## src/hw/csr_pkg.sv

```systemverilog
package csr_pkg;

   typedef logic [63:0] word_t;
   typedef logic [11:0] csr_addr_t;

   // Supervisor CSRs
   localparam csr_addr_t ADDR_SSTATUS  = 12'h100;
   localparam csr_addr_t ADDR_SIE      = 12'h104;
   localparam csr_addr_t ADDR_STVEC    = 12'h105;
   localparam csr_addr_t ADDR_SSCRATCH = 12'h140;
   localparam csr_addr_t ADDR_SEPC     = 12'h141;
   localparam csr_addr_t ADDR_SCAUSE   = 12'h142;
   localparam csr_addr_t ADDR_STVAL    = 12'h143;
   localparam csr_addr_t ADDR_SIP      = 12'h144;

   // Machine CSRs
   localparam csr_addr_t ADDR_MSTATUS  = 12'h300;
   localparam csr_addr_t ADDR_MISA     = 12'h301;
   localparam csr_addr_t ADDR_MEDELEG  = 12'h302;
   localparam csr_addr_t ADDR_MIDELEG  = 12'h303;
   localparam csr_addr_t ADDR_MIE      = 12'h304;
   localparam csr_addr_t ADDR_MTVEC    = 12'h305;
   localparam csr_addr_t ADDR_MSCRATCH = 12'h340;
   localparam csr_addr_t ADDR_MEPC     = 12'h341;
   localparam csr_addr_t ADDR_MCAUSE   = 12'h342;
   localparam csr_addr_t ADDR_MTVAL    = 12'h343;
   localparam csr_addr_t ADDR_MIP      = 12'h344;

   // RV64 IMA with S and U modes
   localparam word_t MISA_VALUE = 64'h8000_0000_0014_1101;

   // mstatus bit positions
   localparam int MSTATUS_SIE  = 1;
   localparam int MSTATUS_MIE  = 3;
   localparam int MSTATUS_SPIE = 5;
   localparam int MSTATUS_MPIE = 7;
   localparam int MSTATUS_SPP  = 8;
   localparam int MSTATUS_MPP  = 11;

   localparam word_t SSTATUS_MASK  = 64'h0000_0000_0000_0122;
   localparam word_t MSTATUS_WMASK = 64'h0000_0000_0000_19aa;
   // SSIP, STIP and SEIP
   localparam word_t MIP_SW_WMASK  = 64'h0000_0000_0000_0222;

   typedef struct packed {
      logic [1:0] priv;
      word_t      mstatus;
      word_t      medeleg;
      word_t      mideleg;
      word_t      mie;
      word_t      mip;
      word_t      mtvec;
      word_t      stvec;
      word_t      mscratch;
      word_t      sscratch;
      word_t      mepc;
      word_t      sepc;
      word_t      mcause;
      word_t      scause;
      word_t      mtval;
      word_t      stval;
   } csr_state_t;

   // One strobe per field of csr_state_t
   typedef struct packed {
      logic priv;
      logic mstatus;
      logic medeleg;
      logic mideleg;
      logic mie;
      logic mip;
      logic mtvec;
      logic stvec;
      logic mscratch;
      logic sscratch;
      logic mepc;
      logic sepc;
      logic mcause;
      logic scause;
      logic mtval;
      logic stval;
   } csr_we_t;

   typedef struct packed {
      csr_we_t    we;
      csr_state_t val;
   } csr_update_t;

endpackage

```

## src/hw/trap_pkg.sv

```systemverilog
package trap_pkg;

   typedef enum logic [1:0] {
      PRIV_U = 2'b00,
      PRIV_S = 2'b01,
      PRIV_M = 2'b11
   } priv_e;

   typedef enum logic [3:0] {
      CSRRW, CSRRS, CSRRC,
      CSRRWI, CSRRSI, CSRRCI,
      ECALL, EBREAK, ILLEGAL,
      LOAD_FAULT, STORE_FAULT,
      MRET, SRET, NOP
   } csr_op_e;

   typedef logic [3:0] ecode_t;

   localparam int ECODE_W = 16;

   typedef logic [ECODE_W-1:0] exc_vec_t;

   localparam ecode_t ECODE_ILLEGAL     = 4'd2;
   localparam ecode_t ECODE_BREAK       = 4'd3;
   localparam ecode_t ECODE_LOAD_FAULT  = 4'd5;
   localparam ecode_t ECODE_STORE_FAULT = 4'd7;
   // S and M ecall follow at +1 and +3
   localparam ecode_t ECODE_ECALL_U     = 4'd8;

   // Interrupt codes, same as the mip bit positions
   localparam ecode_t IRQ_MSI = 4'd3;
   localparam ecode_t IRQ_MTI = 4'd7;
   localparam ecode_t IRQ_MEI = 4'd11;

   typedef struct packed {
      csr_op_e            op;
      csr_pkg::csr_addr_t addr;
      csr_pkg::word_t     data;
   } csr_cmd_t;

   typedef struct packed {
      logic timer;
      logic software;
      logic external;
   } irq_lines_t;

   typedef struct packed {
      logic   valid;
      logic   to_s;
      ecode_t code;
   } irq_cause_t;

   typedef struct packed {
      logic           exception;
      logic           interrupt;
      logic           eret;
      priv_e          priv_n;
      csr_pkg::word_t target;
   } trap_pkt_t;

   // Lowest set bit wins
   function automatic ecode_t lowest_code(input exc_vec_t vec);
      ecode_t code;
      code = '0;
      for (int i = ECODE_W - 1; i >= 0; i--)
      begin
         if (vec[i])
            code = ecode_t'(i);
      end
      return code;
   endfunction

endpackage

```

## src/hw/cause_encode.sv

```systemverilog
`timescale 1ns/1ps

module cause_encode (
   input  trap_pkg::csr_cmd_t   cmd_i,
   input  csr_pkg::csr_state_t  state_i,
   output trap_pkg::exc_vec_t   exc_vec_o,
   output trap_pkg::irq_cause_t irq_o
);
   import csr_pkg::*;
   import trap_pkg::*;

   ecode_t   ecall_code;
   exc_vec_t pending;
   exc_vec_t m_set;
   exc_vec_t s_set;
   logic     m_en;
   logic     s_en;

   // 8, 9 or 11 for U, S or M
   assign ecall_code = ECODE_ECALL_U | ecode_t'(state_i.priv);

   always_comb
   begin
      exc_vec_o = '0;
      case (cmd_i.op)
         ECALL:       exc_vec_o[ecall_code]        = 1'b1;
         EBREAK:      exc_vec_o[ECODE_BREAK]       = 1'b1;
         ILLEGAL:     exc_vec_o[ECODE_ILLEGAL]     = 1'b1;
         LOAD_FAULT:  exc_vec_o[ECODE_LOAD_FAULT]  = 1'b1;
         STORE_FAULT: exc_vec_o[ECODE_STORE_FAULT] = 1'b1;
         default:     exc_vec_o = '0;
      endcase
   end

   // Global enables for each target mode
   assign m_en = (state_i.priv != PRIV_M) || state_i.mstatus[MSTATUS_MIE];
   assign s_en = (state_i.priv == PRIV_U)
              || ((state_i.priv == PRIV_S) && state_i.mstatus[MSTATUS_SIE]);

   assign pending = state_i.mip[ECODE_W-1:0] & state_i.mie[ECODE_W-1:0];
   assign m_set   = pending & ~state_i.mideleg[ECODE_W-1:0] & {ECODE_W{m_en}};
   assign s_set   = pending & state_i.mideleg[ECODE_W-1:0] & {ECODE_W{s_en}};

   // M encoder beats S encoder
   assign irq_o.valid = (|m_set) | (|s_set);
   assign irq_o.to_s  = ~(|m_set);
   assign irq_o.code  = (|m_set) ? lowest_code(m_set) : lowest_code(s_set);

endmodule

```

## src/hw/csr_access.sv

```systemverilog
`timescale 1ns/1ps

module csr_access (
   input  trap_pkg::csr_cmd_t  cmd_i,
   input  csr_pkg::csr_state_t state_i,
   output csr_pkg::word_t      rdata_o,
   output csr_pkg::word_t      wdata_o,
   output logic                wr_o,
   output logic                illegal_o
);
   import csr_pkg::*;
   import trap_pkg::*;

   logic  is_csr_op;
   logic  known;
   logic  priv_fail;
   word_t imm;
   word_t rmw;

   assign is_csr_op = cmd_i.op inside {CSRRW, CSRRS, CSRRC, CSRRWI, CSRRSI, CSRRCI};

   // Address bits 9:8 give the lowest privilege allowed
   assign priv_fail = cmd_i.addr[9:8] > state_i.priv;

   always_comb
   begin
      known = 1'b1;
      case (cmd_i.addr)
         ADDR_SSTATUS:  rdata_o = state_i.mstatus & SSTATUS_MASK;
         ADDR_SIE:      rdata_o = state_i.mie & state_i.mideleg;
         ADDR_STVEC:    rdata_o = state_i.stvec;
         ADDR_SSCRATCH: rdata_o = state_i.sscratch;
         ADDR_SEPC:     rdata_o = state_i.sepc;
         ADDR_SCAUSE:   rdata_o = state_i.scause;
         ADDR_STVAL:    rdata_o = state_i.stval;
         ADDR_SIP:      rdata_o = state_i.mip & state_i.mideleg;
         ADDR_MSTATUS:  rdata_o = state_i.mstatus;
         ADDR_MISA:     rdata_o = MISA_VALUE;
         ADDR_MEDELEG:  rdata_o = state_i.medeleg;
         ADDR_MIDELEG:  rdata_o = state_i.mideleg;
         ADDR_MIE:      rdata_o = state_i.mie;
         ADDR_MTVEC:    rdata_o = state_i.mtvec;
         ADDR_MSCRATCH: rdata_o = state_i.mscratch;
         ADDR_MEPC:     rdata_o = state_i.mepc;
         ADDR_MCAUSE:   rdata_o = state_i.mcause;
         ADDR_MTVAL:    rdata_o = state_i.mtval;
         ADDR_MIP:      rdata_o = state_i.mip;
         default:
         begin
            rdata_o = '0;
            known   = 1'b0;
         end
      endcase
   end

   assign illegal_o = is_csr_op && (priv_fail || !known);

   // misa is read-only
   assign wr_o = is_csr_op && known && !priv_fail && (cmd_i.addr != ADDR_MISA);

   assign imm = word_t'(cmd_i.data[4:0]);

   always_comb
   begin
      case (cmd_i.op)
         CSRRW:   rmw = cmd_i.data;
         CSRRS:   rmw = rdata_o | cmd_i.data;
         CSRRC:   rmw = rdata_o & ~cmd_i.data;
         CSRRWI:  rmw = imm;
         CSRRSI:  rmw = rdata_o | imm;
         CSRRCI:  rmw = rdata_o & ~imm;
         default: rmw = rdata_o;
      endcase
   end

   // Supervisor views merge back into the machine register
   always_comb
   begin
      case (cmd_i.addr)
         ADDR_SSTATUS: wdata_o = (state_i.mstatus & ~SSTATUS_MASK) | (rmw & SSTATUS_MASK);
         ADDR_SIE:     wdata_o = (state_i.mie & ~state_i.mideleg) | (rmw & state_i.mideleg);
         ADDR_SIP:     wdata_o = (state_i.mip & ~state_i.mideleg) | (rmw & state_i.mideleg);
         default:      wdata_o = rmw;
      endcase
   end

endmodule

```

## src/hw/csr_regs.sv

```systemverilog
`timescale 1ns/1ps

module csr_regs (
   input  logic                 clk_i,
   input  logic                 rst_n_i,
   input  trap_pkg::irq_lines_t irq_lines_i,
   input  csr_pkg::csr_update_t update_i,
   output csr_pkg::csr_state_t  state_o
);
   import csr_pkg::*;
   import trap_pkg::*;

   csr_state_t state_q;
   word_t      mip_sw;
   word_t      mip_hw;

   // Software bits of mip, kept or replaced
   assign mip_sw = (update_i.we.mip ? update_i.val.mip : state_q.mip) & MIP_SW_WMASK;

   always_comb
   begin
      mip_hw          = '0;
      mip_hw[IRQ_MSI] = irq_lines_i.software;
      mip_hw[IRQ_MTI] = irq_lines_i.timer;
      mip_hw[IRQ_MEI] = irq_lines_i.external;
   end

   always_ff @(posedge clk_i or negedge rst_n_i)
   begin
      if (!rst_n_i)
      begin
         state_q      <= '0;
         state_q.priv <= PRIV_M;
      end
      else
      begin
         state_q.mip <= mip_sw | mip_hw;
         if (update_i.we.priv)
            state_q.priv <= update_i.val.priv;
         if (update_i.we.mstatus)
            state_q.mstatus <= update_i.val.mstatus & MSTATUS_WMASK;
         if (update_i.we.medeleg)
            state_q.medeleg <= update_i.val.medeleg;
         if (update_i.we.mideleg)
            state_q.mideleg <= update_i.val.mideleg;
         if (update_i.we.mie)
            state_q.mie <= update_i.val.mie;
         if (update_i.we.mtvec)
            state_q.mtvec <= update_i.val.mtvec;
         if (update_i.we.stvec)
            state_q.stvec <= update_i.val.stvec;
         if (update_i.we.mscratch)
            state_q.mscratch <= update_i.val.mscratch;
         if (update_i.we.sscratch)
            state_q.sscratch <= update_i.val.sscratch;
         if (update_i.we.mepc)
            state_q.mepc <= update_i.val.mepc;
         if (update_i.we.sepc)
            state_q.sepc <= update_i.val.sepc;
         if (update_i.we.mcause)
            state_q.mcause <= update_i.val.mcause;
         if (update_i.we.scause)
            state_q.scause <= update_i.val.scause;
         if (update_i.we.mtval)
            state_q.mtval <= update_i.val.mtval;
         if (update_i.we.stval)
            state_q.stval <= update_i.val.stval;
      end
   end

   assign state_o = state_q;

endmodule

```

## src/hw/csr_unit.sv

```systemverilog
`timescale 1ns/1ps

module csr_unit (
   input  logic                 clk_i,
   input  logic                 rst_n_i,
   input  logic                 cmd_v_i,
   input  trap_pkg::csr_cmd_t   cmd_i,
   input  trap_pkg::irq_lines_t irq_i,
   output csr_pkg::word_t       csr_data_o,
   output logic                 illegal_o,
   output trap_pkg::trap_pkt_t  trap_o,
   output trap_pkg::priv_e      priv_o,
   output logic                 irq_pending_o
);
   import csr_pkg::*;
   import trap_pkg::*;

   csr_state_t  state;
   csr_update_t update;
   word_t       rdata;
   word_t       wdata;
   logic        wr;
   logic        access_illegal;
   exc_vec_t    exc_vec;
   irq_cause_t  irq_cause;

   csr_regs i_csr_regs (
      .clk_i       (clk_i),
      .rst_n_i     (rst_n_i),
      .irq_lines_i (irq_i),
      .update_i    (update),
      .state_o     (state)
   );

   csr_access i_csr_access (
      .cmd_i     (cmd_i),
      .state_i   (state),
      .rdata_o   (rdata),
      .wdata_o   (wdata),
      .wr_o      (wr),
      .illegal_o (access_illegal)
   );

   cause_encode i_cause_encode (
      .cmd_i     (cmd_i),
      .state_i   (state),
      .exc_vec_o (exc_vec),
      .irq_o     (irq_cause)
   );

   trap_ctrl i_trap_ctrl (
      .cmd_v_i       (cmd_v_i),
      .cmd_i         (cmd_i),
      .state_i       (state),
      .rdata_i       (rdata),
      .wdata_i       (wdata),
      .wr_i          (wr),
      .illegal_i     (access_illegal),
      .exc_vec_i     (exc_vec),
      .irq_i         (irq_cause),
      .update_o      (update),
      .trap_o        (trap_o),
      .csr_data_o    (csr_data_o),
      .illegal_o     (illegal_o),
      .irq_pending_o (irq_pending_o)
   );

   assign priv_o = priv_e'(state.priv);

endmodule

```

## src/hw/trap_ctrl.sv

```systemverilog
`timescale 1ns/1ps

module trap_ctrl (
   input  logic                 cmd_v_i,
   input  trap_pkg::csr_cmd_t   cmd_i,
   input  csr_pkg::csr_state_t  state_i,
   input  csr_pkg::word_t       rdata_i,
   input  csr_pkg::word_t       wdata_i,
   input  logic                 wr_i,
   input  logic                 illegal_i,
   input  trap_pkg::exc_vec_t   exc_vec_i,
   input  trap_pkg::irq_cause_t irq_i,
   output csr_pkg::csr_update_t update_o,
   output trap_pkg::trap_pkt_t  trap_o,
   output csr_pkg::word_t       csr_data_o,
   output logic                 illegal_o,
   output logic                 irq_pending_o
);
   import csr_pkg::*;
   import trap_pkg::*;

   logic     is_mret;
   logic     is_sret;
   logic     ret_illegal;
   logic     ret_ok;
   logic     exc_taken;
   logic     irq_taken;
   logic     csr_wr;
   logic     to_s;
   exc_vec_t exc_all;
   ecode_t   exc_code;
   ecode_t   code;
   word_t    cause;

   assign is_mret     = cmd_i.op == MRET;
   assign is_sret     = cmd_i.op == SRET;
   assign ret_illegal = (is_mret && (state_i.priv != PRIV_M))
                     || (is_sret && (state_i.priv == PRIV_U));
   assign illegal_o   = cmd_v_i && (illegal_i || ret_illegal);

   assign exc_all   = exc_vec_i | (exc_vec_t'(illegal_o) << ECODE_ILLEGAL);
   assign exc_code  = lowest_code(exc_all);
   assign exc_taken = cmd_v_i && (|exc_all);
   assign ret_ok    = cmd_v_i && (is_mret || is_sret) && !ret_illegal;
   assign csr_wr    = cmd_v_i && wr_i;
   // Interrupts only between commands
   assign irq_taken = !cmd_v_i && irq_i.valid;

   assign to_s  = exc_taken ? (state_i.medeleg[exc_code] && (state_i.priv != PRIV_M))
                            : irq_i.to_s;
   assign code  = exc_taken ? exc_code : irq_i.code;
   assign cause = {irq_taken, 59'd0, code};

   always_comb
   begin
      update_o      = '0;
      update_o.val  = state_i;
      trap_o        = '0;
      trap_o.priv_n = priv_e'(state_i.priv);
      if (exc_taken || irq_taken)
      begin
         trap_o.exception    = exc_taken;
         trap_o.interrupt    = irq_taken;
         update_o.we.mstatus = 1'b1;
         if (to_s)
         begin
            trap_o.priv_n = PRIV_S;
            trap_o.target = {state_i.stvec[63:2], 2'b00};
            update_o.val.mstatus[MSTATUS_SPP]  = state_i.priv[0];
            update_o.val.mstatus[MSTATUS_SPIE] = state_i.mstatus[MSTATUS_SIE];
            update_o.val.mstatus[MSTATUS_SIE]  = 1'b0;
            update_o.we.sepc    = 1'b1;
            update_o.we.scause  = 1'b1;
            update_o.we.stval   = 1'b1;
            update_o.val.sepc   = cmd_i.data;
            update_o.val.scause = cause;
            update_o.val.stval  = '0;
         end
         else
         begin
            trap_o.priv_n = PRIV_M;
            trap_o.target = {state_i.mtvec[63:2], 2'b00};
            update_o.val.mstatus[MSTATUS_MPP +: 2] = state_i.priv;
            update_o.val.mstatus[MSTATUS_MPIE]     = state_i.mstatus[MSTATUS_MIE];
            update_o.val.mstatus[MSTATUS_MIE]      = 1'b0;
            update_o.we.mepc    = 1'b1;
            update_o.we.mcause  = 1'b1;
            update_o.we.mtval   = 1'b1;
            update_o.val.mepc   = cmd_i.data;
            update_o.val.mcause = cause;
            update_o.val.mtval  = '0;
         end
      end
      else if (ret_ok)
      begin
         trap_o.eret         = 1'b1;
         update_o.we.mstatus = 1'b1;
         if (is_mret)
         begin
            trap_o.priv_n = priv_e'(state_i.mstatus[MSTATUS_MPP +: 2]);
            trap_o.target = state_i.mepc;
            update_o.val.mstatus[MSTATUS_MIE]      = state_i.mstatus[MSTATUS_MPIE];
            update_o.val.mstatus[MSTATUS_MPIE]     = 1'b1;
            update_o.val.mstatus[MSTATUS_MPP +: 2] = PRIV_U;
         end
         else
         begin
            trap_o.priv_n = priv_e'({1'b0, state_i.mstatus[MSTATUS_SPP]});
            trap_o.target = state_i.sepc;
            update_o.val.mstatus[MSTATUS_SIE]  = state_i.mstatus[MSTATUS_SPIE];
            update_o.val.mstatus[MSTATUS_SPIE] = 1'b1;
            update_o.val.mstatus[MSTATUS_SPP]  = 1'b0;
         end
      end
      else if (csr_wr)
      begin
         case (cmd_i.addr)
            ADDR_SSTATUS, ADDR_MSTATUS:
            begin
               update_o.we.mstatus  = 1'b1;
               update_o.val.mstatus = wdata_i;
            end
            ADDR_SIE, ADDR_MIE:
            begin
               update_o.we.mie  = 1'b1;
               update_o.val.mie = wdata_i;
            end
            ADDR_SIP, ADDR_MIP:
            begin
               update_o.we.mip  = 1'b1;
               update_o.val.mip = wdata_i;
            end
            ADDR_STVEC:
            begin
               update_o.we.stvec  = 1'b1;
               update_o.val.stvec = wdata_i;
            end
            ADDR_SSCRATCH:
            begin
               update_o.we.sscratch  = 1'b1;
               update_o.val.sscratch = wdata_i;
            end
            ADDR_SEPC:
            begin
               update_o.we.sepc  = 1'b1;
               update_o.val.sepc = wdata_i;
            end
            ADDR_SCAUSE:
            begin
               update_o.we.scause  = 1'b1;
               update_o.val.scause = wdata_i;
            end
            ADDR_STVAL:
            begin
               update_o.we.stval  = 1'b1;
               update_o.val.stval = wdata_i;
            end
            ADDR_MEDELEG:
            begin
               update_o.we.medeleg  = 1'b1;
               update_o.val.medeleg = wdata_i;
            end
            ADDR_MIDELEG:
            begin
               update_o.we.mideleg  = 1'b1;
               update_o.val.mideleg = wdata_i;
            end
            ADDR_MTVEC:
            begin
               update_o.we.mtvec  = 1'b1;
               update_o.val.mtvec = wdata_i;
            end
            ADDR_MSCRATCH:
            begin
               update_o.we.mscratch  = 1'b1;
               update_o.val.mscratch = wdata_i;
            end
            ADDR_MEPC:
            begin
               update_o.we.mepc  = 1'b1;
               update_o.val.mepc = wdata_i;
            end
            ADDR_MCAUSE:
            begin
               update_o.we.mcause  = 1'b1;
               update_o.val.mcause = wdata_i;
            end
            ADDR_MTVAL:
            begin
               update_o.we.mtval  = 1'b1;
               update_o.val.mtval = wdata_i;
            end
            default:
            begin
               update_o.we.mstatus = 1'b0;
            end
         endcase
      end
      update_o.we.priv  = trap_o.exception || trap_o.interrupt || trap_o.eret;
      update_o.val.priv = trap_o.priv_n;
   end

   // Old value is hidden on a rejected access
   assign csr_data_o    = illegal_o ? '0 : rdata_i;
   assign irq_pending_o = irq_i.valid;

endmodule

```

## config.mk

```make
export PLATFORM = sky130hd
export DESIGN_NAME = csr_unit
export DESIGN_NICKNAME = d
export VERILOG_FILES = /design/src/hw/csr_pkg.sv /design/src/hw/trap_pkg.sv /design/src/hw/cause_encode.sv /design/src/hw/csr_access.sv /design/src/hw/csr_regs.sv /design/src/hw/csr_unit.sv /design/src/hw/trap_ctrl.sv
export SDC_FILE = /design/constraint.sdc
export NUM_CORES = 2
export LEC_CHECK = 0
export ABC_AREA = 1
export BUFFER_PORTS_ARGS = -buffer_cell sky130_fd_sc_hd__buf_4
export CORE_MARGIN = 2
export CORE_UTILIZATION = 50
export DETAILED_ROUTE_END_ITERATION = 8
export GPL_TIMING_DRIVEN = 1
export PLACE_DENSITY = 0.67
export SETUP_SLACK_MARGIN = 0.1
export SLEW_MARGIN = 20
export SYNTH_ARGS = -nofsm -noshare
export SYNTH_HDL_FRONTEND = slang
export SYNTH_SLANG_ARGS = --single-unit
```

## constraint.sdc

```tcl
create_clock -name clk_i -period 6.75 [get_ports clk_i]
set_input_delay 0.3375 -clock clk_i [delete_from_list [all_inputs] [get_ports clk_i]]
set_output_delay 0.3375 -clock clk_i [all_outputs]
set_load 0.02 [all_outputs]
```

# Word-level counts from Yosys, hierarchy flattened

Index checks and enable logic that the tools add are counted.

Register bits: 853
Bits in latches: 0
Bits in writable memories: 0
Memory bits (read-only): 0
Input port bits: 86
Output and inout port bits: 137
Logic and storage cells: 291
Memories kept: 0

Add/sub/neg operators: 0
Multiply operators: 0
Divide/modulo/power cells: 0
$lt $le $gt $ge: 4
Equal/unequal tests: 39
Shift operators: 0
Multiplexer cells: 142
Bitwise logic cells: 27
Reduce and logical (&&, ||, !) cells: 62

Operators with widths:

| kind                 | number |
|---|---|
| $mux 64              | 21 |
| $pmux 64 s19         | 1 |
| $mux 909             | 1 |
| $mux 650             | 1 |
| $mux 384             | 1 |
| $pmux 64 s6          | 1 |
| $and 64x64->64       | 5 |
| $mux 266             | 1 |
| $mux 4               | 51 |
| $mux 66              | 3 |
| $or 64x64->64        | 3 |
| $pmux 64 s3          | 1 |
| $eq 12x10->1 const B | 11 |
| $and 12x64->64       | 2 |
| $not 64->64          | 2 |
| $eq 12x9->1 const B  | 8 |
| $reduce_and 5->1     | 15 |
| $mux 67              | 1 |
| $and 16x16->16       | 4 |
| $not 5->64           | 1 |
| $or 64x5->64         | 1 |
| $reduce_or 16->1     | 3 |
| $mux 1               | 44 |
| $eq 4x4->1 const B   | 5 |
| 39 further kinds     | 87 |

# Longest topological paths before layout

Word-level depth: 28
Depth in mapped cells: 22
Mapped depth without buffers: 19

# Hierarchy

From an unflattened synthesis, not the netlist that was laid out.

Cell total of the unflattened synthesis: 12417
Area, all modules: 73130.1 µm²

Modules (own cells, without submodules):

| module       | instances | cells an instance | area each (µm²) | seq. area each (µm²) |
|---|---|---|---|---|
| csr_regs     | 1         | 3681              | 33195.6         | 21197.8 |
| trap_ctrl    | 1         | 5285              | 24488.5         | 0.0 |
| csr_access   | 1         | 3268              | 14571.5         | 0.0 |
| cause_encode | 1         | 183               | 874.6           | 0.0 |

# Worst setup path after synthesis

OpenSTA, ideal clock, no wires.

Path type: register to output
From: register i_csr_regs.state_q, in the netlist i_csr_regs.state_o[960]
To: output trap_o[65] in the netlist's numbering
Arrival: 2928 ps
Data required time: 6412 ps
Slack: 3484 ps
Cell stages (with the launch flop): 18
Path buffers: 4
Path through: dfstp_2 -> nand2_1 -> nor2_1 -> nor4_1 -> nor2_1 -> nand2_1 -> nor2_1 -> nand4_1 -> inv_1 -> nor2_1 -> inv_1 -> nand2_2 -> nand3_2 -> buf_6 -> buf_2 -> buf_2 -> o221ai_1 -> buf_4

RTL lines:

| element            | line           | RTL |
|---|---|---|
| start: declaration | csr_regs.sv:13 | `csr_state_t state_q;` |
| end: declaration   | csr_unit.sv:11 | `output trap_pkg::trap_pkt_t trap_o,` |

==> metrics.cfg <==
[status]
run_status = finished, violations left
violations = design-rule violations

[grt]
grt_antenna_before_repair = 11
grt.overflow.total = 0
grt_max_degree = 178
grtUsageTotal_pct = 44.2
grt_pass1_wl_um = 291000
grt_pass1_vias = 42700

[timing]
slew_viol_final = 0
rsz0062_at_grt = no
finalCritPeriodShare_pct = 83.4
maxSlewHeadroom_pct = 22.2
finalSetupViolCount = 0
setup_tns_ns = 0
hold_violations = 0
period_needed_ns = 5.63
fmax_mhz = 178
fin_worst_skew_ns = 0.0222
worst_pin_slew_ns = 1.16

[detailed_routing]
dr_wl_met3_um = 30100
wl_um = 201000
antenna_left = 0
top_layer = met5
drtIter0Drc = 6737
wl_per_cell_um = 28.2
first_pass_iters = 8
vias = 45600
wl_met1_um = 71500
via_per_inst = 6.40
drc = 1
dr_wl_met2_um = 83700

[synth]
ys_async_sr_fraction_pct = 100
yosys-top-cells-area = dfrtp_1 48%, nand2_1 15%, o21ai_0 9.5%
synthesis.area_sq_um = 43800
synth-edff-count = 0
synth_top_area_cell = dfrtp_1
ys_warn_count = 0
syn_inst = 5821
synth-main-ff-cell = dfrtp_1
ys_ff_latch = 847
synth-seq-area-share_pct = 48.3
syn_avg_cell_area_sq_um = 7.53
syn_nets = 5909
synth_top_area_share_pct = 48.2
yosysUniqueCellTypes = 55

[clocking]
root_buffer = clkbuf_16
clkTransAtPathRegs_ns = 0.06
cts.path.max_buffers = 3
post-cts-setup-buffer-count = 0
cts_sinks = 847
clock_latency_ns = 0.67
htreeDepth = 3
cts_buffers = 93
cts_tree = built

[power_and_ir_drop]
p_per_area_nw_per_um2 = 249
p_sw_mw = 3.54
power.share.switching_pct = 28.5
combPwrFrac_pct = 12.0
p_seq_share_pct = 44.9
p_int_mw = 8.86
leakage_nw = 24.1
vdd_drop_max_v = 0.000191
p_clk_share_pct = 43.1

[worst_setup_path]
crit_arrival_ns = 5.29
crit_slowest_cell = clkinv_2
crit_family = simple AND/OR/NAND/NOR gates
crit_top_cell = nor2_1
worstSetupEndpointType = output port
start_kind = flip-flop
cp.required_ns = 6.41
path_cells = nand2_1, nor2_1, nor4_1, nor2_1, nand2_1, nor2_1, nand4_1, inv_1, nor2_1, inv_1, nand2_4, nand3_4, clkinv_2, buf_4, nand2_1, nand3_1, buf_4
max_stage_delay_ns = 0.81
worstPathBufferInverterCount = 5
crit_fanout = 30
critPathKind = reg -> out

[floorplan]
start_util_pct = 50.5
core_area_sq_um = 86900
boundaryPins = 223
die_h_um = 300
fp-row-count = 108
die_x_um = 300
die-area_sq_um = 90100

[place]
postPlaceCellArea_sq_um = 46600
hpwl_um = 119000
routabilityCongestion = 1.00
portBuffers = 222

[hold_path]
min_path_type = in -> reg

[job]
maxCapViolations = 0

[finish]
largest_register_ffs = 847
fill_cells = 8259
area_growth_pct = 13.7
num-nets-final = 5982
final_cell_mix = 1,751 x nand2_1, 845 x dfrtp_1, 829 x o21ai_0
drive_above_1_share_pct = 9.44
stdcell_area_sq_um = 49800
final_common_cell = nand2_1

-- layer usage --
metal  up-vias  track usage, %
met5         -               0
met3       982            13.5
met4        16            27.2
met2      3647            64.2
li1      19400               -
met1     21600            57.9
-- worst paths after layout --
| check | depth (start not counted) | slack (ns) | start | endpoint |
|---|---|---|---|---|
| setup / recovery | 17 | 1.12 | i_csr_regs.state_o[960]$_DFFE_PN1P_ | trap_o[26] |
| hold / removal | 5 | 0.04 | cmd_i[10] | i_csr_regs.state_o[330]$_DFFE_PN0P_ |
| setup reg to reg | 17 | 1.87 | i_csr_regs.state_o[960]$_DFFE_PN1P_ | i_csr_regs.state_o[169]$_DFFE_PN0P_ |
| hold reg to reg | 2 | 0.48 | i_csr_regs.state_o[256]$_DFFE_PN0P_ | i_csr_regs.state_o[256]$_DFFE_PN0P_ |
| max in group asynchronous | 3 | 4.98 | rst_n_i | i_csr_regs.state_o[276]$_DFFE_PN0P_ |
| min in group asynchronous | 2 | 0.26 | rst_n_i | i_csr_regs.state_o[631]$_DFFE_PN0P_ |
-- worst register-to-register path: stages, from the launching register on --
cell and delay (ns):
dfstp_2 0.62, nand2_1 0.10, nor2_1 0.41, nor4_1 0.13, nor2_1 0.17, nand2_1 0.09, nor2_1 0.23, nand4_1 0.18
inv_1 0.09, nor2_1 0.05, inv_1 0.15, nand2_4 0.30, nand3_4 0.27, buf_4 0.73, nand2_4 0.67, buf_4 0.43
nand2_1 0.08, o21ai_0 0.07
-- cell type report --
cell class                      instances  area (sq um)  area share, %
Antenna cell                            5          12.5         0.0251
Clock buffer                          136          2760           5.54
Clock inverter                         32           382          0.766
Inverter                              642          2430           4.87
Multi-Input combinational cell       3972         18900           37.9
Sequential cell                       847         21200           42.5
Tap cell                             1155          1450           2.90
Timing Repair Buffer                  338          2710           5.43
-- through the flow --
step	util [%]	power [mW]	setup WS, ns	hold WS [ns]	cells
after floorplan	-	6.38	3.48	0.0419	5821
after global placement	53.6	7.06	1.33	0.359	6950
after detailed placement	53.7	7.08	1.31	0.359	6950
after CTS	57.3	12.3	1.37	0.0253	7122
after global routing	57.3	12.7	1.06	0.0540	7122
final	57.4	12.4	1.12	0.0388	7127
-- power by group through the flow --
stage                     clock network, mW  logic (mW)  registers (mW)
after floorplan                           0       0.790            5.59
after global placement                    0        1.42            5.64
after detailed placement                  0        1.43            5.65
after CTS                              5.33        1.44            5.56
after global routing                   5.53        1.58            5.59
final                                  5.34        1.49            5.57
-- synthesized netlist by cell type (all sizes together), types with 4 or more instances --
cell / number
a22oi: 62
a31oi: 9
o221ai: 15
nand3: 361
buf: 125
o211ai: 43
a211oi: 15
o311ai: 4
clkinv: 8
nor2: 252
nor3: 34
dfrtp: 845
nand4: 39
o2111ai: 12
a22o: 19
o21ai: 992
a221oi: 98
clkbuf: 235
inv: 634
nor4: 31
o22ai: 116
nand2: 1764
a21oi: 65
a32oi: 4
o31ai: 7
or2: 4
-- timing repair --
item                      CTS  global route
hold endpoints to repair   67             0
hold buffers                4             0
gates resized for setup     0             0
-- logic make-up (layout without fill, tap and decap cells) --
logic type	count (synthesis)	after routing	share of synthesized area (%)
mux	1	1	0.0228
fa+ha+maj	2	2	0.0571
other cells	0	5	0
buf+inv	1002	1148	9.00
simple gates	2492	2492	23.1
compound gates	1477	1477	19.4
flops	847	847	48.3
(Power assumes the default switching activity.)
